[src/blend_settings.svh]
`ifndef BLEND_SETTINGS_SVH
`define BLEND_SETTINGS_SVH

////////////////////
// Pixel formats
////////////////////

// Layer 0 is ARGB8888, alpha in the top byte then R, G, B
`define BLEND_BASE_WIDTH 32

// Grey overlay level
`define BLEND_OVL_WIDTH 8

// Output pixel is RGB888
`define BLEND_OUT_WIDTH 24

////////////////////
// Frame indexing
////////////////////

`define BLEND_WBITS 12
`define BLEND_HBITS 12

`endif

[src/blend_pkg.sv]
`default_nettype none

package blend_pkg;

	////////////////////
	// Window tracker
	////////////////////

	// Sync drops pixels until a frame start, run follows the raster
	typedef enum logic {
		WIN_SYNC = 1'b0,
		WIN_RUN  = 1'b1
	} win_state_t;

	////////////////////
	// Overlay priority
	////////////////////

	// Which grey layer wins where both windows overlap
	typedef enum logic {
		ORDER_1_OVER_2 = 1'b0,
		ORDER_2_OVER_1 = 1'b1
	} ovl_order_t;

endpackage

`default_nettype wire

[src/frame_scanner.sv]
`timescale 1ns/1ps
`default_nettype none

`include "blend_settings.svh"

module frame_scanner (
	input  logic                    clk,
	input  logic                    resetn,
	input  logic                    advance,
	input  logic [`BLEND_WBITS-1:0] frame_width,
	input  logic [`BLEND_HBITS-1:0] frame_height,
	output logic [`BLEND_WBITS-1:0] col,
	output logic [`BLEND_HBITS-1:0] row,
	output logic                    frame_first,
	output logic                    line_last
);

	logic [`BLEND_WBITS-1:0] last_col;
	logic [`BLEND_HBITS-1:0] last_row;

	assign last_col = frame_width - 1'b1;
	assign last_row = frame_height - 1'b1;

	// Raster position of the next output beat
	always_ff @(posedge clk) begin
		if (!resetn) begin
			col <= '0;
			row <= '0;
		end else if (advance) begin
			if (col != last_col) begin
				col <= col + 1'b1;
			end else begin
				col <= '0;
				// Wrap to the top after the bottom line
				if (row != last_row) begin
					row <= row + 1'b1;
				end else begin
					row <= '0;
				end
			end
		end
	end

	assign frame_first = (col == '0) && (row == '0);
	assign line_last   = (col == last_col);

endmodule

`default_nettype wire

[src/layer_window.sv]
`timescale 1ns/1ps
`default_nettype none

`include "blend_settings.svh"

module layer_window
	import blend_pkg::*;
(
	input  logic                         clk,
	input  logic                         resetn,
	input  logic                         advance,
	input  logic [`BLEND_WBITS-1:0]      col,
	input  logic [`BLEND_HBITS-1:0]      row,
	input  logic [`BLEND_WBITS-1:0]      win_left,
	input  logic [`BLEND_HBITS-1:0]      win_top,
	input  logic [`BLEND_WBITS-1:0]      win_width,
	input  logic [`BLEND_HBITS-1:0]      win_height,
	input  logic                         s_valid,
	input  logic [`BLEND_BASE_WIDTH-1:0] s_data,
	input  logic                         s_user,
	input  logic                         s_last,
	output logic                         s_ready,
	output logic                         need,
	output logic                         pix_valid,
	output logic [`BLEND_BASE_WIDTH-1:0] pix_data
);

	win_state_t state;
	logic live;
	logic pix_last;
	logic accept;
	logic consume;
	logic frame_done;
	logic in_cols;
	logic in_rows;
	logic bottom_row;
	// One bit wider so a window touching the index limit does not wrap
	logic [`BLEND_WBITS:0] col_end;
	logic [`BLEND_HBITS:0] row_end;

	////////////////////
	// Window hit test
	////////////////////

	assign col_end = {1'b0, win_left} + {1'b0, win_width};
	assign row_end = {1'b0, win_top} + {1'b0, win_height};

	assign in_cols    = (col >= win_left) && ({1'b0, col} < col_end);
	assign in_rows    = (row >= win_top) && ({1'b0, row} < row_end);
	assign need       = in_cols && in_rows;
	assign bottom_row = ({1'b0, row} == row_end - 1'b1);

	////////////////////
	// Handshake
	////////////////////

	// Held pixel leaves when the raster passes over it
	assign consume    = advance && need;
	assign frame_done = consume && pix_last && bottom_row;

	assign s_ready = live && (!pix_valid || consume);
	assign accept  = s_valid && s_ready;

	// Keeps ready low through the reset cycle
	always_ff @(posedge clk) begin
		if (!resetn) begin
			live <= 1'b0;
		end else begin
			live <= 1'b1;
		end
	end

	////////////////////
	// Tracker FSM
	////////////////////

	always_ff @(posedge clk) begin
		if (!resetn) begin
			state     <= WIN_SYNC;
			pix_valid <= 1'b0;
		end else begin
			case (state)
				WIN_SYNC: begin
					// Everything before a frame start is dropped
					if (accept && s_user) begin
						state     <= WIN_RUN;
						pix_valid <= 1'b1;
					end
				end
				WIN_RUN: begin
					if (accept && (s_user || !frame_done)) begin
						pix_valid <= 1'b1;
					end else if (consume) begin
						pix_valid <= 1'b0;
					end
					// Last window pixel gone, wait for the next frame start
					if (frame_done && !(accept && s_user)) begin
						state <= WIN_SYNC;
					end
				end
				default: begin
					state     <= WIN_SYNC;
					pix_valid <= 1'b0;
				end
			endcase
		end
	end

	// Payload only, qualified by pix_valid
	always_ff @(posedge clk) begin
		if (accept) begin
			pix_data <= s_data;
			pix_last <= s_last;
		end
	end

endmodule

`default_nettype wire

[src/alpha_mixer.sv]
`timescale 1ns/1ps
`default_nettype none

`include "blend_settings.svh"

module alpha_mixer
	import blend_pkg::*;
(
	input  logic                         clk,
	input  logic                         resetn,
	input  logic                         advance,
	input  ovl_order_t                   order,
	input  logic                         frame_first,
	input  logic                         line_last,
	input  logic [`BLEND_BASE_WIDTH-1:0] base_data,
	input  logic                         ovl1_need,
	input  logic                         ovl2_need,
	input  logic [`BLEND_OVL_WIDTH-1:0]  ovl1_data,
	input  logic [`BLEND_OVL_WIDTH-1:0]  ovl2_data,
	input  logic                         out_ready,
	output logic                         out_valid,
	output logic                         out_user,
	output logic                         out_last,
	output logic [`BLEND_OUT_WIDTH-1:0]  out_data
);

	logic [7:0] alpha;
	logic [`BLEND_OVL_WIDTH-1:0] grey;
	logic any_ovl;
	logic [`BLEND_OUT_WIDTH-1:0] mixed;

	// Move channel c toward grey g by a/256 of the distance
	function automatic logic [7:0] blend_channel(
		input logic [7:0] c,
		input logic [7:0] g,
		input logic [7:0] a
	);
		logic [7:0]  diff;
		logic [15:0] prod;
		if (g > c) begin
			diff = g - c;
			prod = diff * a;
			return c + prod[15:8];
		end else begin
			diff = c - g;
			prod = diff * a;
			return c - prod[15:8];
		end
	endfunction

	////////////////////
	// Overlay select
	////////////////////

	assign any_ovl = ovl1_need || ovl2_need;

	always_comb begin
		if (ovl1_need && ovl2_need) begin
			grey = (order == ORDER_1_OVER_2) ? ovl1_data : ovl2_data;
		end else if (ovl1_need) begin
			grey = ovl1_data;
		end else begin
			grey = ovl2_data;
		end
	end

	////////////////////
	// Blend
	////////////////////

	assign alpha = base_data[`BLEND_BASE_WIDTH-1 -: 8];

	always_comb begin
		if (any_ovl) begin
			mixed[23:16] = blend_channel(base_data[23:16], grey, alpha);
			mixed[15:8]  = blend_channel(base_data[15:8], grey, alpha);
			mixed[7:0]   = blend_channel(base_data[7:0], grey, alpha);
		end else begin
			mixed = base_data[`BLEND_OUT_WIDTH-1:0];
		end
	end

	////////////////////
	// Output stage
	////////////////////

	// A beat stays up until the sink takes it with no new one behind
	always_ff @(posedge clk) begin
		if (!resetn) begin
			out_valid <= 1'b0;
			out_user  <= 1'b0;
			out_last  <= 1'b0;
		end else if (advance) begin
			out_valid <= 1'b1;
			out_user  <= frame_first;
			out_last  <= line_last;
		end else if (out_ready) begin
			out_valid <= 1'b0;
		end
	end

	always_ff @(posedge clk) begin
		if (advance) begin
			out_data <= mixed;
		end
	end

endmodule

`default_nettype wire

[src/layer_blender.sv]
`timescale 1ns/1ps
`default_nettype none

`include "blend_settings.svh"

module layer_blender
	import blend_pkg::*;
(
	input  logic                         clk,
	input  logic                         resetn,
	input  ovl_order_t                   order,
	input  logic [`BLEND_WBITS-1:0]      frame_width,
	input  logic [`BLEND_HBITS-1:0]      frame_height,

	input  logic                         s0_valid,
	input  logic [`BLEND_BASE_WIDTH-1:0] s0_data,
	input  logic                         s0_user,
	input  logic                         s0_last,
	output logic                         s0_ready,
	input  logic [`BLEND_WBITS-1:0]      s0_left,
	input  logic [`BLEND_HBITS-1:0]      s0_top,
	input  logic [`BLEND_WBITS-1:0]      s0_width,
	input  logic [`BLEND_HBITS-1:0]      s0_height,

	input  logic                         s1_valid,
	input  logic [`BLEND_OVL_WIDTH-1:0]  s1_data,
	input  logic                         s1_user,
	input  logic                         s1_last,
	output logic                         s1_ready,
	input  logic [`BLEND_WBITS-1:0]      s1_left,
	input  logic [`BLEND_HBITS-1:0]      s1_top,
	input  logic [`BLEND_WBITS-1:0]      s1_width,
	input  logic [`BLEND_HBITS-1:0]      s1_height,

	input  logic                         s2_valid,
	input  logic [`BLEND_OVL_WIDTH-1:0]  s2_data,
	input  logic                         s2_user,
	input  logic                         s2_last,
	output logic                         s2_ready,
	input  logic [`BLEND_WBITS-1:0]      s2_left,
	input  logic [`BLEND_HBITS-1:0]      s2_top,
	input  logic [`BLEND_WBITS-1:0]      s2_width,
	input  logic [`BLEND_HBITS-1:0]      s2_height,

	output logic                         out_valid,
	output logic [`BLEND_OUT_WIDTH-1:0]  out_data,
	output logic                         out_user,
	output logic                         out_last,
	input  logic                         out_ready
);

	localparam int PAD = `BLEND_BASE_WIDTH - `BLEND_OVL_WIDTH;

	logic [`BLEND_WBITS-1:0] col;
	logic [`BLEND_HBITS-1:0] row;
	logic frame_first;
	logic line_last;
	logic advance;
	logic need0;
	logic need1;
	logic need2;
	logic pix_valid0;
	logic pix_valid1;
	logic pix_valid2;
	logic [`BLEND_BASE_WIDTH-1:0] pix0;
	logic [`BLEND_BASE_WIDTH-1:0] pix1;
	logic [`BLEND_BASE_WIDTH-1:0] pix2;

	// Step the raster once every needed layer has its pixel and the sink is open
	assign advance = (!need0 || pix_valid0)
		&& (!need1 || pix_valid1)
		&& (!need2 || pix_valid2)
		&& out_ready;

	frame_scanner scanner (
		.clk         (clk),
		.resetn      (resetn),
		.advance     (advance),
		.frame_width (frame_width),
		.frame_height(frame_height),
		.col         (col),
		.row         (row),
		.frame_first (frame_first),
		.line_last   (line_last)
	);

	////////////////////
	// Layer trackers
	////////////////////

	layer_window win0 (
		.clk       (clk),
		.resetn    (resetn),
		.advance   (advance),
		.col       (col),
		.row       (row),
		.win_left  (s0_left),
		.win_top   (s0_top),
		.win_width (s0_width),
		.win_height(s0_height),
		.s_valid   (s0_valid),
		.s_data    (s0_data),
		.s_user    (s0_user),
		.s_last    (s0_last),
		.s_ready   (s0_ready),
		.need      (need0),
		.pix_valid (pix_valid0),
		.pix_data  (pix0)
	);

	// Grey layers ride in the low byte
	layer_window win1 (
		.clk       (clk),
		.resetn    (resetn),
		.advance   (advance),
		.col       (col),
		.row       (row),
		.win_left  (s1_left),
		.win_top   (s1_top),
		.win_width (s1_width),
		.win_height(s1_height),
		.s_valid   (s1_valid),
		.s_data    ({{PAD{1'b0}}, s1_data}),
		.s_user    (s1_user),
		.s_last    (s1_last),
		.s_ready   (s1_ready),
		.need      (need1),
		.pix_valid (pix_valid1),
		.pix_data  (pix1)
	);

	layer_window win2 (
		.clk       (clk),
		.resetn    (resetn),
		.advance   (advance),
		.col       (col),
		.row       (row),
		.win_left  (s2_left),
		.win_top   (s2_top),
		.win_width (s2_width),
		.win_height(s2_height),
		.s_valid   (s2_valid),
		.s_data    ({{PAD{1'b0}}, s2_data}),
		.s_user    (s2_user),
		.s_last    (s2_last),
		.s_ready   (s2_ready),
		.need      (need2),
		.pix_valid (pix_valid2),
		.pix_data  (pix2)
	);

	alpha_mixer mixer (
		.clk        (clk),
		.resetn     (resetn),
		.advance    (advance),
		.order      (order),
		.frame_first(frame_first),
		.line_last  (line_last),
		.base_data  (pix0),
		.ovl1_need  (need1),
		.ovl2_need  (need2),
		.ovl1_data  (pix1[`BLEND_OVL_WIDTH-1:0]),
		.ovl2_data  (pix2[`BLEND_OVL_WIDTH-1:0]),
		.out_ready  (out_ready),
		.out_valid  (out_valid),
		.out_user   (out_user),
		.out_last   (out_last),
		.out_data   (out_data)
	);

endmodule

`default_nettype wire

[config.mk]
export PLATFORM = sky130hd
export DESIGN_NAME = layer_blender
export DESIGN_NICKNAME = d
export VERILOG_FILES = /design/src/blend_pkg.sv /design/src/frame_scanner.sv /design/src/layer_window.sv /design/src/alpha_mixer.sv /design/src/layer_blender.sv
export VERILOG_INCLUDE_DIRS = /design/src /design/src/src
export SDC_FILE = /design/constraint.sdc
export NUM_CORES = 1
export LEC_CHECK = 0
export BUFFER_PORTS_ARGS = -buffer_cell sky130_fd_sc_hd__clkbuf_2
export CORE_UTILIZATION = 55
export CTS_CLUSTER_DIAMETER = 40
export CTS_CLUSTER_SIZE = 14
export DETAILED_ROUTE_END_ITERATION = 8
export GPL_TIMING_DRIVEN = 1
export PLACE_DENSITY = 0.82
export SYNTH_ARGS = -nofsm -noshare
export SYNTH_HDL_FRONTEND = slang
export SYNTH_SLANG_ARGS = --single-unit
[constraint.sdc]
create_clock -name clk -period 32.7 [get_ports clk]
set_input_delay 4.905 -clock clk [delete_from_list [all_inputs] [get_ports clk]]
set_output_delay 4.905 -clock clk [all_outputs]
set_load 0.005 [all_outputs]
==> flow_metrics.py <==
metrics = {
    "run_status": {
        "outcome": "finished clean",
    },
    "clocking": {
        "cts_sinks": 109,
        "clkTransAtPathRegs_ns": 0.08,
        "ctsLongestPathBuffers": 2,
        "cts_buffers": 9,
        "cts_tree": "built",
        "post-cts-setup-buffer-count": 0,
        "cts_resized": 0,
        "clock_latency_ns": 0.40,
        "cts_root_buf": "clkbuf_16",
        "h-tree-depth": 3,
        "ctsHoldBuffers": 0,
    },
    "synthesis": {
        "ys_seq_area_share_pct": 10.8,
        "async_reset_ff_share_pct": 0,
        "yosys.area.top_type": "ha_1",
        "yosysWarnings": 0,
        "synth_edf_count": 75,
        "synth.area.top_cells": "ha_1, fa_1, edfxtp_1",
        "synth_area_mm2": 0.0271,
        "syn_avg_cell_area_um2": 8.40,
        "syn_nets": 4169,
        "syn_inst": 3230,
        "synth_flop_cell": "edfxtp_1",
        "ys_types": 85,
        "synth_top_area_share_pct": 22.4,
        "synth.ff_latch_count": 109,
    },
    "floorplanning": {
        "fp-row-count": 81,
        "start_util_pct": 55.6,
        "core_mm2": 0.0488,
        "die_width_um": 224,
        "dieArea_mm2": 0.0502,
        "die_y_um": 224,
        "ios": 259,
    },
    "grt": {
        "first_global_vias": 23400,
        "grt_antenna_before_repair": 6,
        "grt_pass1_wl_mm": 118,
        "grt_max_degree": 49,
        "gr-total-overflow": 0,
        "grt.total_usage_pct": 29.4,
    },
    "setup_path": {
        "path_max_fanout": 8,
        "slowest_stage": "xor2_1",
        "worstPathArrival_ns": 17.74,
        "r2r_setup_slack_ns": 20.33,
        "cp-start-kind": "input pin",
        "required_ns": 32.83,
        "worst_path_largest_cell_delay_ns": 0.67,
        "path_class": "in2reg",
        "end_kind": "flop",
    },
    "worst_hold_path": {
        "min_path_type": "reg2reg",
    },
    "final_layout": {
        "layout.nets": 4370,
        "layout_commonest_cell": "ha_1",
        "final_area_mm2": 0.0294,
        "synthToLayoutAreaGrowth_pct": 8.35,
        "fillCellCount": 4336,
        "drive_above_1_share_pct": 10.1,
        "seq_area_mm2": 0.00293,
        "post-route-util_pct": 60.2,
        "final_cell_mix": "ha_1, inv_1, clkbuf_2",
        "multi_input_area_mm2": 0.0221,
    },
    "timing": {
        "timing.final.crit_share_pct": 53.9,
        "slew_headroom_pct": 25.7,
        "min_period_ns": 17.62,
        "rsz0062_at_grt": "no",
        "setup_viol": 0,
        "drv_slew": 0,
        "fin_tns_setup_ns": 0,
        "hold_violations": 0,
        "max_freq_mhz": 56.8,
        "fin_skew_ns": 0.0236,
        "tightest_slew_ns": 1.11,
    },
    "power_and_ir_drop": {
        "ir_worst_vdd_uv": 64.3,
        "pwr_density_cell_mw_per_mm2": 70.3,
        "finalPower_mw": 2.07,
        "p_leak_nw": 14.7,
    },
    "job": {
        "cap_violations": 0,
    },
    "drt": {
        "wirelength_mm": 72.8,
        "detail_route.wl_per_cell_um": 17.7,
        "antenna_left": 0,
        "drtPass1Iterations": 7,
        "drt_first_iter_violations": 1587,
        "vias": 23700,
        "drc": 0,
        "drt-vias-per-instance": 5.78,
    },
    "place": {
        "postPlaceCellArea_mm2": 0.0291,
        "globalplace.congestion": 0.967,
        "portBuffers": 258,
        "hpwl_mm": 58.8,
    },
}
==> report_power, final <==
part | internal (mW) | leakage (nW) | total (mW) | switching [mW]
registers | 0.154 | 0.987 | 0.160 | 0.00618
clock network | 0.0555 | 0.151 | 0.122 | 0.0660
logic | 0.775 | 13.5 | 1.78 | 1.01
total | 0.985 | 14.7 | 2.07 | 1.08
==> kinds of logic (layout without fill, tap and decap cells) <==
logic type	after synthesis	count (layout)	share of synthesized area [%]
adder cells (fa/ha/maj)	711	711	39.0
XOR/XNOR	239	239	7.71
buffers and inverters	566	772	7.86
other	0	1	0
flip-flops	109	109	10.8
AO/OA/AOI/OAI	608	608	14.7
multiplexers	26	26	1.01
AND/OR/NAND/NOR	971	971	18.9
==> layout make-up <==
cell class                      count  share of cell area, %
Sequential cell                   109                   9.97
Inverter                          478                   6.10
Tap cell                          664                   2.83
Antenna cell                        1                0.00851
Multi-Input combinational cell   2555                   75.1
Clock buffer                        9                  0.766
Timing Repair Buffer              278                   4.90
Clock inverter                      7                  0.294
==> state kept, by name, summed over array words and instances (netlist names) <==
signal / count
win0.pix_data: 32
mixer.out_data: 24
scanner.col: 12
scanner.row: 12
win1.pix_data: 8
win2.pix_data: 8
mixer.out_last: 1
mixer.out_user: 1
mixer.out_valid: 1
win0.pix_last: 1
win0.pix_valid: 1
win0.state: 1
win1.pix_last: 1
win1.pix_valid: 1
win1.state: 1
win2.live: 1
win2.pix_last: 1
win2.pix_valid: 1
win2.state: 1
==> Yosys cell counts (all sizes together) (15+ instances only) <==
| cell | number |
|---|---|
| ha | 485 |
| inv | 478 |
| nand2 | 242 |
| fa | 225 |
| and2 | 178 |
| a21oi | 160 |
| xnor2 | 151 |
| nor2 | 148 |
| o21ai | 144 |
| xor2 | 88 |
| clkbuf | 83 |
| nor2b | 80 |
| edfxtp | 75 |
| nor3 | 61 |
| a21o | 59 |
| nand2b | 59 |
| nand3 | 38 |
| o21a | 37 |
| dfxtp | 34 |
| a211oi | 31 |
| or3 | 24 |
| nor4 | 23 |
| nand4 | 22 |
| and3 | 19 |
| o211ai | 19 |
| a31oi | 16 |
| mux2i | 15 |
| o21bai | 15 |
==> per-stage QoR <==
| stage | cells | hold slack (ns) | setup slack [ns] |
|---|---|---|---|
| 2_1_floorplan | 3230 | 0.461 | 16.49 |
| 3_3_place_gp | 4084 | 0.461 | 15.16 |
| 3_5_place_dp | 4084 | 0.491 | 14.87 |
| 4_1_cts | 4100 | 0.492 | 15.25 |
| 5_1_grt | 4101 | 0.519 | 14.11 |
| 6_report | 4101 | 0.510 | 15.08 |
==> final timing paths <==
check                       from                  to  cells after the start
setup / recovery      s2_left[0]  mixer.out_data[23]                     55
hold / removal        win0.state          win0.state                      2
setup reg to reg  scanner.col[0]  mixer.out_data[23]                     46
hold reg to reg       win0.state          win0.state                      2
==> critical path: cells and delay by family <==
family / cells / cell delay, ns
AOI/OAI and AO/OA: 23 / 5.05
adders and majority gates: 12 / 4.40
xor gates and xnor gates: 4 / 1.06
muxes: 1 / 0.39
buffers and inverters: 5 / 0.39
and+or+nand+nor: 10 / 1.53
==> layer usage <==
| layer | track usage [%] | vias to the layer above | share of wire, % |
|---|---|---|---|
| met5 | 0 | - | 0.076 |
| met4 | 13.7 | 8 | 4.8 |
| met3 | 4.45 | 197 | 7.4 |
| li1 | - | 11400 | - |
| met1 | 36.6 | 11200 | 41 |
| met2 | 49.9 | 889 | 47 |
No activity file was read; power rests on OpenSTA's default activity.
